**src/common/csr_cfg.svh**
```systemverilog
`ifndef CSR_CFG_SVH
`define CSR_CFG_SVH

// Timer register word addresses
`define TIMER_REG_MSIP			4'd0
`define TIMER_REG_MTIMECMP_LO	4'd1
`define TIMER_REG_MTIMECMP_HI	4'd2
`define TIMER_REG_MTIME_LO		4'd3
`define TIMER_REG_MTIME_HI		4'd4

// Trap vector after reset
`define CSR_MTVEC_RESET			32'h0000_0000

`endif
```
**src/common/bus_pkg.sv**
```systemverilog
`default_nettype none

package bus_pkg;

	typedef logic [3:0] wb_addr_t;	// Word address

	typedef struct packed {
		logic			cyc;
		logic			stb;
		logic			we;
		wb_addr_t		adr;
		logic	[31:0]	dat;	// Write data
		logic	[3:0]	sel;	// Byte lanes
	} wb_req_t;

	typedef struct packed {
		logic			ack;	// Single-cycle pulse
		logic	[31:0]	dat;	// Read data, valid with ack
	} wb_rsp_t;

endpackage

`default_nettype wire

```
**src/common/cpu_pkg.sv**
```systemverilog
`default_nettype none

package cpu_pkg;

	typedef logic [31:0] xlen_t;		// Machine word
	typedef logic [11:0] csr_addr_t;	// CSR address space
	typedef logic [31:0] cause_t;		// mcause encoding

	typedef enum logic [1:0] {
		CSR_RW = 2'd1,					// Matches funct3[1:0]
		CSR_RS = 2'd2,
		CSR_RC = 2'd3
	} csr_op_t;

	localparam csr_addr_t CSR_ADDR_FFLAGS		= 12'h001;
	localparam csr_addr_t CSR_ADDR_FRM			= 12'h002;
	localparam csr_addr_t CSR_ADDR_FCSR			= 12'h003;
	localparam csr_addr_t CSR_ADDR_MSTATUS		= 12'h300;
	localparam csr_addr_t CSR_ADDR_MISA			= 12'h301;
	localparam csr_addr_t CSR_ADDR_MIE			= 12'h304;
	localparam csr_addr_t CSR_ADDR_MTVEC		= 12'h305;
	localparam csr_addr_t CSR_ADDR_MSTATUSH		= 12'h310;
	localparam csr_addr_t CSR_ADDR_MCOUNTINHIBIT	= 12'h320;
	localparam csr_addr_t CSR_ADDR_MSCRATCH		= 12'h340;
	localparam csr_addr_t CSR_ADDR_MEPC			= 12'h341;
	localparam csr_addr_t CSR_ADDR_MCAUSE		= 12'h342;
	localparam csr_addr_t CSR_ADDR_MTVAL		= 12'h343;
	localparam csr_addr_t CSR_ADDR_MIP			= 12'h344;
	localparam csr_addr_t CSR_ADDR_MCYCLE		= 12'hB00;
	localparam csr_addr_t CSR_ADDR_MINSTRET		= 12'hB02;
	localparam csr_addr_t CSR_ADDR_MCYCLEH		= 12'hB80;
	localparam csr_addr_t CSR_ADDR_MINSTRETH	= 12'hB82;
	localparam csr_addr_t CSR_ADDR_MVENDORID	= 12'hF11;	// Read-only ID block
	localparam csr_addr_t CSR_ADDR_MARCHID		= 12'hF12;
	localparam csr_addr_t CSR_ADDR_MIMPID		= 12'hF13;
	localparam csr_addr_t CSR_ADDR_MHARTID		= 12'hF14;
	localparam csr_addr_t CSR_ADDR_MCONFIGPTR	= 12'hF15;

	localparam cause_t CAUSE_ILLEGAL_INST	= 32'd2;
	localparam cause_t CAUSE_BREAKPOINT		= 32'd3;
	localparam cause_t CAUSE_ECALL_M		= 32'd11;
	localparam cause_t CAUSE_INTERRUPT		= 32'h8000_0000;	// MSB flags interrupts

	typedef struct packed {
		logic			valid;		// Instruction retires this cycle
		xlen_t			inst;		// Raw encoding
		xlen_t			pc;
		xlen_t			rs1_val;	// Register source operand
		logic			fpu_dirty;	// FPU wrote its state
		logic	[4:0]	fpu_flags;	// Accrued exception flags
	} retire_in_t;

	typedef struct packed {
		csr_op_t		op;
		csr_addr_t		addr;
		logic			wena;
		logic			rena;
		xlen_t			wdata;		// rs1 value or zimm
		logic			trap_ret;	// MRET
		logic			exc_pend;	// ECALL, EBREAK or bad encoding
		cause_t			exc_cause;
	} csr_req_t;

	typedef struct packed {
		logic			rd_we;
		xlen_t			rd_wdata;	// Old CSR value
		logic			trap_taken;
		logic			exc_taken;
		logic			int_taken;
		xlen_t			trap_addr;	// Handler entry
		xlen_t			ret_addr;	// Current mepc
	} retire_out_t;

endpackage

`default_nettype wire

```
**src/design/csr_subsys.sv**
```systemverilog
`default_nettype none

module csr_subsys (
	input	logic					clk,
	input	logic					reset,
	input	cpu_pkg::retire_in_t	retire,
	input	logic					ready,			// Low stalls the retire port
	input	logic	[15:0]			ext_irq,		// Custom lines, already synchronous
	input	logic					meip,
	input	bus_pkg::wb_req_t		wb_req,
	output	bus_pkg::wb_rsp_t		wb_rsp,
	output	cpu_pkg::retire_out_t	result,
	output	logic					m_ena,
	output	logic					f_ena,
	output	logic	[2:0]			fpu_rm
);

	import cpu_pkg::*;

	csr_req_t		req;
	xlen_t			int_pending;
	logic	[4:0]	int_cause;
	logic			timer_irq;
	logic			soft_irq;

	csr_decode u_decode (
		.retire	(retire),
		.req	(req)
	);

	csr_file u_csr_file (
		.clk			(clk),
		.reset			(reset),
		.retire			(retire),
		.ready			(ready),
		.req			(req),
		.int_cause		(int_cause),
		.int_pending	(int_pending),
		.int_req_ext	(ext_irq),
		.int_req_ictrl	(meip),
		.int_req_timer	(timer_irq),
		.int_req_soft	(soft_irq),
		.m_ena			(m_ena),
		.f_ena			(f_ena),
		.fpu_rm			(fpu_rm),
		.result			(result)
	);

	priority_encoder #(
		.IDX_W	(5)
	) u_int_enc (
		.x	(int_pending),
		.y	(int_cause)
	);

	machine_timer u_timer (
		.clk		(clk),
		.reset		(reset),
		.wb_req		(wb_req),
		.wb_rsp		(wb_rsp),
		.timer_irq	(timer_irq),
		.soft_irq	(soft_irq)
	);

endmodule

`default_nettype wire

```
**src/design/csr/csr_file.sv**
```systemverilog
`default_nettype none

`include "csr_cfg.svh"

module csr_file (
	input	logic					clk,
	input	logic					reset,
	input	cpu_pkg::retire_in_t	retire,
	input	logic					ready,
	input	cpu_pkg::csr_req_t		req,
	input	logic	[4:0]			int_cause,		// Highest pending enabled line
	output	cpu_pkg::xlen_t			int_pending,	// mip & mie
	input	logic	[15:0]			int_req_ext,
	input	logic					int_req_ictrl,
	input	logic					int_req_timer,
	input	logic					int_req_soft,
	output	logic					m_ena,
	output	logic					f_ena,
	output	logic	[2:0]			fpu_rm,
	output	cpu_pkg::retire_out_t	result
);

	import cpu_pkg::*;

	localparam xlen_t MTVEC_RESET = `CSR_MTVEC_RESET;

	logic	[1:0]	fs;				// FPU state, off/initial/clean/dirty
	logic			st_mpie;
	logic			st_mie;
	logic	[29:0]	tvec_base;
	logic			tvec_vect;		// Vectored interrupts
	logic	[15:0]	ie_custom;
	logic			ie_meie;
	logic			ie_mtie;
	logic			ie_msie;
	logic	[63:0]	mcycle;
	logic	[63:0]	minstret;
	logic			inh_ir;
	logic			inh_cy;
	xlen_t			mscratch;
	xlen_t			mepc;
	cause_t			mcause;
	xlen_t			mtval;
	logic	[4:0]	fflags;
	logic	[2:0]	frm;

	xlen_t			misa;
	xlen_t			mstatus;
	xlen_t			mtvec;
	xlen_t			mip;
	xlen_t			mie;
	xlen_t			rdata;
	xlen_t			wdata_rmw;		// Value after set/clear
	cause_t			trap_cause;
	logic			illegal_csr;
	logic			illegal_inst;
	logic			commit;			// Instruction takes effect

	// MXL 1, I always, M and F switchable
	assign misa		= {2'b01, 17'd0, m_ena, 3'd0, 1'b1, 2'd0, f_ena, 5'd0};
	assign mstatus	= {&fs, 16'd0, fs, 2'b11, 3'd0, st_mpie, 3'd0, st_mie, 3'd0};
	assign mtvec	= {tvec_base, 1'b0, tvec_vect};
	assign mip		= {int_req_ext, 4'd0, int_req_ictrl, 3'd0, int_req_timer, 3'd0,
					   int_req_soft, 3'd0};
	assign mie		= {ie_custom, 4'd0, ie_meie, 3'd0, ie_mtie, 3'd0, ie_msie, 3'd0};

	assign int_pending	= mip & mie;	// Fed to the encoder
	assign fpu_rm		= frm;

	always_comb begin
		rdata		= '0;
		illegal_csr	= 1'b0;
		case (req.addr)
		CSR_ADDR_MISA:			rdata = misa;
		CSR_ADDR_MVENDORID,
		CSR_ADDR_MARCHID,
		CSR_ADDR_MIMPID,
		CSR_ADDR_MHARTID,
		CSR_ADDR_MCONFIGPTR,
		CSR_ADDR_MSTATUSH:		rdata = '0;	// Hardwired zero
		CSR_ADDR_MSTATUS:		rdata = mstatus;
		CSR_ADDR_MTVEC:			rdata = mtvec;
		CSR_ADDR_MIP:			rdata = mip;
		CSR_ADDR_MIE:			rdata = mie;
		CSR_ADDR_MCYCLE:		rdata = mcycle[31:0];
		CSR_ADDR_MCYCLEH:		rdata = mcycle[63:32];
		CSR_ADDR_MINSTRET:		rdata = minstret[31:0];
		CSR_ADDR_MINSTRETH:		rdata = minstret[63:32];
		CSR_ADDR_MCOUNTINHIBIT:	rdata = {29'd0, inh_ir, 1'b0, inh_cy};
		CSR_ADDR_MSCRATCH:		rdata = mscratch;
		CSR_ADDR_MEPC:			rdata = mepc;
		CSR_ADDR_MCAUSE:		rdata = mcause;
		CSR_ADDR_MTVAL:			rdata = mtval;
		CSR_ADDR_FFLAGS:		begin
			rdata		= {27'd0, fflags};
			illegal_csr	= !f_ena;		// F registers gone with F off
		end
		CSR_ADDR_FRM:			begin
			rdata		= {29'd0, frm};
			illegal_csr	= !f_ena;
		end
		CSR_ADDR_FCSR:			begin
			rdata		= {24'd0, frm, fflags};
			illegal_csr	= !f_ena;
		end
		default:				illegal_csr = 1'b1;	// Unmapped
		endcase
	end

	always_comb begin
		case (req.op)
		CSR_RS:		wdata_rmw = rdata | req.wdata;
		CSR_RC:		wdata_rmw = rdata & ~req.wdata;
		default:	wdata_rmw = req.wdata;
		endcase
	end

	// Top two address bits set mark the read-only range
	assign illegal_inst = (req.wena && &req.addr[11:10]) ||
						  ((req.wena || req.rena) && illegal_csr);

	// Exception, then illegal access, then interrupt
	always_comb begin
		result		= '0;
		trap_cause	= '0;
		if (retire.valid && req.exc_pend) begin
			result.exc_taken	= 1'b1;
			trap_cause			= req.exc_cause;
		end else if (retire.valid && illegal_inst) begin
			result.exc_taken	= 1'b1;
			trap_cause			= CAUSE_ILLEGAL_INST;
		end else if (retire.valid && st_mie && |int_pending) begin
			result.int_taken	= 1'b1;			// Replaces this instruction
			trap_cause			= CAUSE_INTERRUPT | {27'd0, int_cause};
		end
		result.trap_taken	= result.exc_taken || result.int_taken;
		result.trap_addr	= {tvec_base, 2'b00};
		if (result.int_taken && tvec_vect)
			result.trap_addr = {tvec_base, 2'b00} + {25'd0, int_cause, 2'b00};
		result.rd_we		= req.rena && retire.valid && !result.trap_taken;
		result.rd_wdata		= rdata;
		result.ret_addr		= mepc;
	end

	assign commit = ready && retire.valid && !result.trap_taken;

	always_ff @(posedge clk) begin
		if (reset) begin
			m_ena		<= 1'b1;
			f_ena		<= 1'b1;
			fs			<= 2'd1;			// Initial
			st_mpie		<= 1'b0;
			st_mie		<= 1'b0;
			tvec_base	<= MTVEC_RESET[31:2];
			tvec_vect	<= MTVEC_RESET[0];
			ie_custom	<= '0;
			ie_meie		<= 1'b0;
			ie_mtie		<= 1'b0;
			ie_msie		<= 1'b0;
			mcycle		<= '0;
			minstret	<= '0;
			inh_ir		<= 1'b1;			// Counters start inhibited
			inh_cy		<= 1'b1;
			mscratch	<= '0;
			mepc		<= '0;
			mcause		<= '0;
			mtval		<= '0;
			fflags		<= '0;
			frm			<= '0;
		end else begin
			if (!inh_cy)
				mcycle <= mcycle + 64'd1;
			if (ready && result.trap_taken) begin
				st_mpie	<= st_mie;			// Stack enable, mask further traps
				st_mie	<= 1'b0;
				mepc	<= retire.pc;
				mcause	<= trap_cause;
			end
			if (commit) begin
				if (!inh_ir)
					minstret <= minstret + 64'd1;
				if (f_ena && retire.fpu_dirty) begin
					fflags	<= fflags | retire.fpu_flags;	// Sticky
					fs		<= 2'd3;
				end
				if (req.trap_ret) begin
					st_mie	<= st_mpie;
					st_mpie	<= 1'b1;
				end
				if (req.wena) begin
					case (req.addr)
					CSR_ADDR_MISA:			begin
						m_ena	<= wdata_rmw[12];
						f_ena	<= wdata_rmw[5];
						fs		<= {1'b0, wdata_rmw[5]};	// F off clears FS
					end
					CSR_ADDR_MSTATUS:		begin
						fs		<= f_ena ? wdata_rmw[14:13] : 2'd0;
						st_mpie	<= wdata_rmw[7];
						st_mie	<= wdata_rmw[3];
					end
					CSR_ADDR_MTVEC:			begin
						tvec_base	<= wdata_rmw[31:2];
						tvec_vect	<= wdata_rmw[1:0] == 2'd1;	// Other modes fall back to direct
					end
					CSR_ADDR_MIE:			begin
						ie_custom	<= wdata_rmw[31:16];
						ie_meie		<= wdata_rmw[11];
						ie_mtie		<= wdata_rmw[7];
						ie_msie		<= wdata_rmw[3];
					end
					CSR_ADDR_MCYCLE:		mcycle[31:0]	<= wdata_rmw;
					CSR_ADDR_MCYCLEH:		mcycle[63:32]	<= wdata_rmw;
					CSR_ADDR_MINSTRET:		minstret[31:0]	<= wdata_rmw;
					CSR_ADDR_MINSTRETH:		minstret[63:32]	<= wdata_rmw;
					CSR_ADDR_MCOUNTINHIBIT:	begin
						inh_ir	<= wdata_rmw[2];
						inh_cy	<= wdata_rmw[0];
					end
					CSR_ADDR_MSCRATCH:		mscratch	<= wdata_rmw;
					CSR_ADDR_MEPC:			mepc		<= {wdata_rmw[31:2], 2'b00};
					CSR_ADDR_MCAUSE:		mcause		<= wdata_rmw;
					CSR_ADDR_MTVAL:			mtval		<= wdata_rmw;
					CSR_ADDR_FFLAGS:		begin
						fflags	<= wdata_rmw[4:0];
						fs		<= 2'd3;			// Dirty
					end
					CSR_ADDR_FRM:			begin
						frm		<= wdata_rmw[2:0];
						fs		<= 2'd3;
					end
					CSR_ADDR_FCSR:			begin
						frm		<= wdata_rmw[7:5];
						fflags	<= wdata_rmw[4:0];
						fs		<= 2'd3;
					end
					default:				;	// Read-only or hardwired
					endcase
				end
			end
		end
	end

endmodule

`default_nettype wire

```
**src/design/csr/csr_decode.sv**
```systemverilog
`default_nettype none

module csr_decode (
	input	cpu_pkg::retire_in_t	retire,
	output	cpu_pkg::csr_req_t		req
);

	import cpu_pkg::*;

	localparam logic [6:0] OPC_SYSTEM = 7'b1110011;

	logic	[6:0]	opcode;
	logic	[4:0]	rd;
	logic	[2:0]	funct3;
	logic	[4:0]	rs1;			// Register index or zimm
	logic	[11:0]	funct12;		// CSR address or SYSTEM function
	xlen_t			src;

	assign opcode	= retire.inst[6:0];
	assign rd		= retire.inst[11:7];
	assign funct3	= retire.inst[14:12];
	assign rs1		= retire.inst[19:15];
	assign funct12	= retire.inst[31:20];

	assign src = funct3[2] ? {27'd0, rs1} : retire.rs1_val;	// Immediate forms

	always_comb begin
		req		= '0;
		req.op	= CSR_RW;
		if (opcode == OPC_SYSTEM) begin
			case (funct3)
			3'd0:		begin
				case (funct12)
				12'h000:	begin
					req.exc_pend	= 1'b1;			// ECALL
					req.exc_cause	= CAUSE_ECALL_M;
				end
				12'h001:	begin
					req.exc_pend	= 1'b1;			// EBREAK
					req.exc_cause	= CAUSE_BREAKPOINT;
				end
				12'h302:	req.trap_ret = 1'b1;	// MRET
				default:	begin
					req.exc_pend	= 1'b1;
					req.exc_cause	= CAUSE_ILLEGAL_INST;
				end
				endcase
			end
			3'd4:		begin
				req.exc_pend	= 1'b1;				// Reserved funct3
				req.exc_cause	= CAUSE_ILLEGAL_INST;
			end
			default:	begin
				req.op		= csr_op_t'(funct3[1:0]);
				req.addr	= funct12;
				req.wdata	= src;
				if (funct3[1:0] == 2'd1) begin
					req.wena	= 1'b1;
					req.rena	= rd != 5'd0;		// No side-effect read for x0
				end else begin
					req.rena	= 1'b1;
					req.wena	= rs1 != 5'd0;		// Pure read with zero source
				end
			end
			endcase
		end
	end

endmodule

`default_nettype wire

```
**src/design/machine_timer.sv**
```systemverilog
`default_nettype none

`include "csr_cfg.svh"

module machine_timer (
	input	logic				clk,
	input	logic				reset,
	input	bus_pkg::wb_req_t	wb_req,
	output	bus_pkg::wb_rsp_t	wb_rsp,
	output	logic				timer_irq,
	output	logic				soft_irq
);

	import bus_pkg::*;

	logic	[63:0]	mtime;
	logic	[63:0]	mtimecmp;
	logic			msip;
	logic			ack;
	logic	[31:0]	rdata;			// Registered read data
	logic	[31:0]	rd_mux;
	logic			access;			// New bus cycle this clock
	logic			wr;
	wb_addr_t		adr;

	function automatic logic [31:0] merge(input logic [31:0] old_val,
										  input logic [31:0] new_val,
										  input logic [3:0] sel);
		logic [31:0] res;
		for (int b = 0; b < 4; b++)
			res[b*8 +: 8] = sel[b] ? new_val[b*8 +: 8] : old_val[b*8 +: 8];
		return res;
	endfunction

	assign access	= wb_req.cyc && wb_req.stb && !ack;	// Gap cycle after each ack
	assign wr		= access && wb_req.we;
	assign adr		= wb_req.adr;

	always_comb begin
		case (adr)
		`TIMER_REG_MSIP:		rd_mux = {31'd0, msip};
		`TIMER_REG_MTIMECMP_LO:	rd_mux = mtimecmp[31:0];
		`TIMER_REG_MTIMECMP_HI:	rd_mux = mtimecmp[63:32];
		`TIMER_REG_MTIME_LO:	rd_mux = mtime[31:0];
		`TIMER_REG_MTIME_HI:	rd_mux = mtime[63:32];
		default:				rd_mux = '0;		// Unmapped
		endcase
	end

	always_ff @(posedge clk) begin
		if (reset) begin
			ack			<= 1'b0;
			mtime		<= '0;
			mtimecmp	<= '1;						// Quiet until programmed
			msip		<= 1'b0;
			timer_irq	<= 1'b0;
		end else begin
			ack			<= access;
			timer_irq	<= mtime >= mtimecmp;		// One cycle behind the compare
			mtime		<= mtime + 64'd1;
			if (wr) begin
				case (adr)
				`TIMER_REG_MSIP:		if (wb_req.sel[0]) msip <= wb_req.dat[0];
				`TIMER_REG_MTIMECMP_LO:	mtimecmp[31:0]	<= merge(mtimecmp[31:0], wb_req.dat, wb_req.sel);
				`TIMER_REG_MTIMECMP_HI:	mtimecmp[63:32]	<= merge(mtimecmp[63:32], wb_req.dat, wb_req.sel);
				`TIMER_REG_MTIME_LO:	mtime			<= {mtime[63:32], merge(mtime[31:0], wb_req.dat, wb_req.sel)};
				`TIMER_REG_MTIME_HI:	mtime			<= {merge(mtime[63:32], wb_req.dat, wb_req.sel), mtime[31:0]};
				default:				;
				endcase
			end
		end
	end

	always_ff @(posedge clk) begin
		if (access)
			rdata <= rd_mux;						// Old value on a write cycle
	end

	assign wb_rsp	= '{ack: ack, dat: rdata};
	assign soft_irq	= msip;

endmodule

`default_nettype wire

```
**src/design/priority_encoder.sv**
```systemverilog
`default_nettype none

module priority_encoder #(
	parameter int IDX_W = 5
) (
	input	logic	[2**IDX_W-1:0]	x,
	output	logic	[IDX_W-1:0]		y		// Highest set bit, 0 if none
);

	always_comb begin
		y = '0;
		for (int i = 0; i < 2**IDX_W; i++) begin
			if (x[i])
				y = IDX_W'(i);				// Later bits override
		end
	end

endmodule

`default_nettype wire

```
**config.mk**
```make
export PLATFORM = sky130hd
export DESIGN_NAME = csr_subsys
export DESIGN_NICKNAME = d
export VERILOG_FILES = /design/src/common/bus_pkg.sv /design/src/common/cpu_pkg.sv /design/src/design/csr_subsys.sv /design/src/design/csr/csr_file.sv /design/src/design/csr/csr_decode.sv /design/src/design/machine_timer.sv /design/src/design/priority_encoder.sv
export VERILOG_INCLUDE_DIRS = /design/src /design/src/common
export SDC_FILE = /design/constraint.sdc
export NUM_CORES = 2
export LEC_CHECK = 0
export ABC_AREA = 1
export CAP_MARGIN = 5
export CORE_ASPECT_RATIO = 1.75
export CORE_MARGIN = 2
export CORE_UTILIZATION = 60
export CTS_BUF_LIST = sky130_fd_sc_hd__clkbuf_4 sky130_fd_sc_hd__clkbuf_8 sky130_fd_sc_hd__clkbuf_16
export DETAILED_ROUTE_END_ITERATION = 8
export DONT_BUFFER_PORTS = 1
export HOLD_SLACK_MARGIN = 0.02
export PLACE_DENSITY = 0.87
export SYNTH_ARGS = -nofsm -noshare
export SYNTH_HDL_FRONTEND = slang
export SYNTH_SLANG_ARGS = --single-unit
```
**constraint.sdc**
```tcl
create_clock -name clk -period 7.85 [get_ports clk]
set_clock_uncertainty 0.2 [all_clocks]
set_input_delay 0.3925 -clock clk [delete_from_list [all_inputs] [get_ports clk]]
set_output_delay 0.3925 -clock clk [all_outputs]
set_load 0.03 [all_outputs]
```
==> reports/results.md, run 1 <==
| Parameter | This run |
|---|---|
| Count of distinct cell types in the synthesized netlist | 61 |
| Outcome | did not finish |
| Maximum number of pins on one net before global-route repair | 152 |
| Halt Reason | [ERROR GRT-0116] Global routing finished with congestion. Check the congestion regions in the DRC Viewer. |
| Cells after Synth | 5059 |
| Remaining Overflow, GRT | 5 |
| Last step reached | global routing |
| Starting density of the core | 60.7% |
| Top-area cell type share of the netlist area | 28.5% |
| Synth Cell Area | 31800 um2 |
| Routability congestion estimate from global placement | 1.11 |
| Post-synthesis area per instance | 6.28 um2 |
| Clk Tree Root Cell | sky130_fd_sc_hd__clkbuf_16 |
| Total I/O pin count | 304 |
| Number of register bits inferred by synthesis | 485 |
| Setup bufs post-CTS | 0 |
| Post-CTS Hold Fix Bufs | 94 |
| Number of flops mapped to enable cells by yosys | 32 |
| Clock Sink Count | 485 |
| Vias in the first global route | 40300 |
| DPL Wire Length | 123000 um |
| Dominant cell type by area after synthesis | sky130_fd_sc_hd__dfxtp_1 |
| First-pass GRT wire length | 270000 um |
| Maximum buffer depth of the clock tree | 3 |
| Largest cells by area after synthesis | sky130_fd_sc_hd__dfxtp_1 (29%), sky130_fd_sc_hd__nand2_1 (13%), sky130_fd_sc_hd__nor2_1 (8.6%), sky130_fd_sc_hd__o21ai_0 (7.4%), sky130_fd_sc_hd__inv_1 (6.2%) |
| Number of placement rows | 111 |
| Number of buffers added by the clock tree synthesis step | 47 |
| Number of warning messages in the yosys log | 0 |
| Die extent in y | 308 um |
| CTS-repair resized insts | 0 |
| Most used flip-flop cell after synthesis | sky130_fd_sc_hd__dfxtp_1 |
| Number of port buffers | 0 |
| Share of the yosys chip area belonging to registers | 31.6% |
| Post-synth ARST share | 0% |
| H-tree depth | 2 |
| Global-route usage over all layers | 67.3% |
| Horiz. Die Dim | 178 um |
logic make-up after synthesis:
kind of cell / after synthesis / share of synthesized area [%]
adders and majority gates: 73 / 2.90
buffers and inverters: 786 / 9.59
and+or+nand+nor: 2529 / 33.7
other: 1 / 0.0118
AOI/OAI and AO/OA: 1032 / 18.0
DFF: 485 / 31.6
muxes: 1 / 0.0315
xor gates and xnor gates: 152 / 4.19
stage by stage:
| stage | instances | util, % | instance area [um2] | hold WS, ns | setup slack [ns] |
|---|---|---|---|---|---|
| 4_1_cts | 5754 | 66.7 | 34900 | 0.0221 | 2.40 |
| 3_5_place_dp | 5573 | 61.6 | 32200 | 0.244 | 2.59 |
| 3_3_place_gp | 5573 | 61.6 | 32200 | 0.238 | 2.56 |
| 2_1_floorplan | 5060 | - | 31800 | 0.222 | 2.88 |
routing by layer:
layer | overflow | global-route usage, %
met1 | 0 | 66.3
met2 | 2 | 91.2
met3 | 0 | 40.3
met4 | 3 | 74.0
met5 | 0 | 5.46
synthesized netlist by cell type, types with 44 or more instances:
library cell,count
sky130_fd_sc_hd__o211ai_1,44
sky130_fd_sc_hd__clkbuf_1,171
sky130_fd_sc_hd__nor4_1,47
sky130_fd_sc_hd__o22ai_1,63
sky130_fd_sc_hd__nor3_1,155
sky130_fd_sc_hd__buf_2,44
sky130_fd_sc_hd__ha_1,72
sky130_fd_sc_hd__o21ai_0,468
sky130_fd_sc_hd__nand2_1,1104
sky130_fd_sc_hd__a21oi_1,310
sky130_fd_sc_hd__nand4_1,102
sky130_fd_sc_hd__dfxtp_1,453
sky130_fd_sc_hd__inv_1,529
sky130_fd_sc_hd__nor2_1,728
sky130_fd_sc_hd__xor2_1,135
sky130_fd_sc_hd__nand3_1,341
==> run 2, diff against run 1 <==
- CORE_ASPECT_RATIO: 1.75 -> not set
- CORE_UTILIZATION: 60 -> 40
- CTS_BUF_LIST: sky130_fd_sc_hd__clkbuf_4 sky130_fd_sc_hd__clkbuf_8 sky130_fd_sc_hd__clkbuf_16 -> not set
- HOLD_SLACK_MARGIN: 0.02 -> not set
- PLACE_DENSITY: 0.87 -> not set
- PLACE_DENSITY_LB_ADDON: not set -> 0.15
==> reports/results.md, run 2 <==
| Parameter | This run | Change |
|---|---|---|
| Failing checks | hold timing |  |
| Arrival time at the worst endpoint | 5.57 ns |  |
| Worst hold start | reset |  |
| Hold WC Path Type | in2reg |  |
| Power dissipated by switching net loads | 1.47 mW |  |
| Combinational share of power | 5.6% |  |
| Share of the yosys chip area belonging to registers | 31.6% | unchanged |
| Outcome | complete, but fails checks |  |
| Antenna violations before repair | 11 |  |
| Simple-gate area share of the yosys netlist | 33.7% | unchanged |
| PwrDens | 161 nW/um2 |  |
| Routed length per instance | 26.9 um |  |
| Delay of the slowest cell on the worst path | 0.46 ns |  |
| Count of endpoints failing setup in the final report | 0 |  |
| Share of layout cells above drive strength 1 | 4.27% |  |
| Vias per cell | 6.04 |  |
| Clk Tree Root Cell | sky130_fd_sc_hd__clkbuf_16 |  |
| Pwr Total | 5.71 mW |  |
| Final cycle utilization of the critical path | 78.5% |  |
| Relative area change from synthesis to final layout | 11.5% |  |
| CTS tree | yes |  |
| Number of DRC violations after detailed routing | 0 |  |
| Critical R2R Launch | u_csr_file.ie_custom[15] |  |
| Number of flops mapped to enable cells by yosys | 32 | unchanged |
| Critical path type | reg2out |  |
| Post-CTS Hold Fix Bufs | 89 | -5.3% |
| Internal power consumption | 4.24 mW |  |
| Cell area after placement | 32600 um2 | +1.2% |
| Leakage power summed over all cells | 14.3 nW |  |
| Ranking of synthesized cells by instance count | sky130_fd_sc_hd__nand2_1 (1104), sky130_fd_sc_hd__nor2_1 (728), sky130_fd_sc_hd__inv_1 (529), sky130_fd_sc_hd__o21ai_0 (468), sky130_fd_sc_hd__dfxtp_1 (453) |  |
| Worst Hold Margin | -0.0183 ns |  |
| Max-cap violations | 0 |  |
| Wirelength, routed | 165000 um |  |
| Most used cells in the layout excluding fill and tap cells | sky130_fd_sc_hd__nand2_1 (1102), sky130_fd_sc_hd__nor2_1 (723), sky130_fd_sc_hd__inv_1 (528), sky130_fd_sc_hd__o21ai_0 (467), sky130_fd_sc_hd__dfxtp_1 (453) |  |
| Via Count | 37000 |  |
| Max FO, Critical Path | 4 |  |
| Cell area after layout | 35400 um2 |  |
| Kind of cell adding the most delay to the critical path | simple AND/OR/NAND/NOR gates |  |
| H-tree depth | 2 | unchanged |
| Global-route usage over all layers | 38.7% |  |
| Post-Synth Adder-Cell Area | 2.90% | unchanged |
| Cells after Synth | 5059 | unchanged |
| Horiz. Die Dim | 286 um | +61% |
| Setup TNS after final layout | 0 ns |  |
| DPL Wire Length | 122000 um | -1.3% |
| Post-synth ARST share | 0% | unchanged |
| Routability congestion estimate from global placement | 1.07 | -3.0% |
| Worst r2r dst | u_csr_file.mepc[21] |  |
| Starting density of the core | 40.3% | -20 points |
| Total I/O pin count | 304 | unchanged |
| Bufs and invs on worst path | 2 |  |
| Measured slew at the worst slew-check pin | 1.38 ns |  |
| Die area | 81700 um2 |  |
| Max Clk Rate | 0.162 GHz |  |
| Element type at the critical path start | flop |  |
| Number of register bits inferred by synthesis | 485 | unchanged |
| Number of cells on the worst reg-to-reg path | 16 |  |
| Clock transition at the register clock pins on the worst setup and hold paths after CTS | 0.06 ns |  |
| Violation count after the first detailed-route iteration | 5683 |  |
| Number of warning messages in the yosys log | 0 | unchanged |
| Dominant cell type by area after synthesis | sky130_fd_sc_hd__dfxtp_1 |  |
| Share of cell area taken by muxes after synthesis | 0.0315% | unchanged |
| Core outline area | 78900 um2 |  |
| Maximum number of pins on one net before global-route repair | 151 |  |
| Post-route ant nets | 0 |  |
| Vias in the first global route | 32700 |  |
| Min Tclk post-route | 6.16 ns |  |
| Dominant combinational cell family by area after synthesis | simple AND/OR/NAND/NOR gates |  |
| Most used flip-flop cell after synthesis | sky130_fd_sc_hd__dfxtp_1 |  |
| Compound-Gate Fraction of Synth Area | 18.0% | unchanged |
| Worst slew margin | 8.28% |  |
| Crit-path most repeated cell | sky130_fd_sc_hd__nand2_1 |  |
| Leading cell type in the layout, fill and taps excluded | sky130_fd_sc_hd__nand2_1 |  |
| Proportion of power drawn by flip-flops and latches | 45.2% |  |
| Remaining Overflow, GRT | 0 |  |
| Post-synthesis area per instance | 6.28 um2 | unchanged |
| Top-area cell type share of the netlist area | 28.5% | unchanged |
| Cell with the biggest individual delay on the critical path | sky130_fd_sc_hd__o31ai_1 |  |
| Detailed Routing Iterations Pass 1 | 8 |  |
| Number of buffers added by the clock tree synthesis step | 57 | +21% |
| Worst setup path start | u_csr_file.ie_mtie |  |
| Sort of element at the end of the critical path | output port |  |
| Hold-critical path endpoint | u_csr_file.minstret[8] |  |
| Setup bufs post-CTS | 0 | unchanged |
| Synthesized-area fraction occupied by xor and xnor cells | 4.19% | unchanged |
| Number of placement rows | 103 | -7.2% |
| Part of the power in the clock network | 49.3% |  |
| Number of port buffers | 0 | unchanged |
| Largest cells by area after synthesis | sky130_fd_sc_hd__dfxtp_1 (29%), sky130_fd_sc_hd__nand2_1 (13%), sky130_fd_sc_hd__nor2_1 (8.6%), sky130_fd_sc_hd__o21ai_0 (7.4%), sky130_fd_sc_hd__inv_1 (6.2%) |  |
| Register-to-register path setup slack | 2.75 ns |  |
| Die extent in y | 286 um | -7.3% |
| Hold path cells | 3 |  |
| Switching portion of total power | 25.7% |  |
| Setup repair after global routing missed its margin | false |  |
| Final Hold Violating Endpoints | 2 |  |
| Clock Sink Count | 485 | unchanged |
| Count of distinct cell types in the synthesized netlist | 61 | unchanged |
| First-pass GRT wire length | 234000 um |  |
| Required time at the endpoint of the critical path | 7.26 ns |  |
| Maximum buffer depth of the clock tree | 3 | unchanged |
| Synth Cell Area | 31800 um2 | unchanged |
| CTS-repair resized insts | 0 | unchanged |
| Number of nets in the layout | 5270 |  |
| Insertion delay of the later-clocked pin in the worst-skew pair | 0.64 ns |  |
| Worst-case vdd ir drop | 0.000190 V |  |
| Final Max Tran Viols | 0 |  |
| Most repeated cell in the gate-level netlist after synthesis | sky130_fd_sc_hd__nand2_1 |  |
run 2: cell counts after synthesis:
Identical to the previous run, type by type.
run 2: worst min-delay path, cell delays in order:
cell and delay (ns):
sky130_fd_sc_hd__inv_8 0.16, sky130_fd_sc_hd__nand2_1 0.16, sky130_fd_sc_hd__a21oi_1 0.03
run 2: final cells by class:
class	instances	area, um2
Antenna cell	1	2.50
Multi-Input combinational cell	3789	18800
Clock buffer	79	1610
Sequential cell	485	10000
Timing Repair Buffer	143	1310
Fill cell	8539	43400
Clock inverter	26	299
Inverter	555	2090
Tap cell	1050	1310
run 2: cell families after synthesis:
| logic type | after synthesis |
|---|---|
| xor gates and xnor gates | 152 |
| and+or+nand+nor | 2529 |
| muxes | 1 |
| adders and majority gates | 73 |
| buffers and inverters | 786 |
| other | 1 |
| AOI/OAI and AO/OA | 1032 |
| DFF | 485 |
run 2: power by group through the flow:
stage               combinational, mW  clock (mW)  sequential (mW)
floorplan                       0.180           0             2.61
global placement                0.235           0             2.63
detailed placement              0.237           0             2.63
CTS                             0.307        2.83             2.57
global route                    0.341        2.92             2.58
finish                          0.319        2.81             2.58
run 2: routing by layer:
metal | track usage [%] | routed length [um]
met1 | 54.1 | 67900
met5 | 0 | 105
met4 | 15.1 | 7370
met3 | 12.3 | 23000
met2 | 55.0 | 66700
run 2: through the flow:
stage,cells,hold slack (ns),util (%),setup WS (ns)
finish,6128,-0.0183,44.9,1.69
global route,6127,0.0353,44.9,1.45
CTS,6127,0.000634,44.9,1.87
detailed placement,5933,0.242,41.4,2.40
global placement,5932,0.242,41.3,2.46
floorplan,5060,0.222,-,2.88
run 2: worst max-delay path by stage:
| stage | end | cells after the start |
|---|---|---|
| floorplan | u_timer.mtime[57] | 9 |
| global placement | u_csr_file.minstret[51] | 19 |
| detailed placement | u_csr_file.minstret[19] | 19 |
| CTS | result[60] | 30 |
| global route | result[60] | 30 |
| finish | result[60] | 30 |
(Power assumes the default switching activity.)
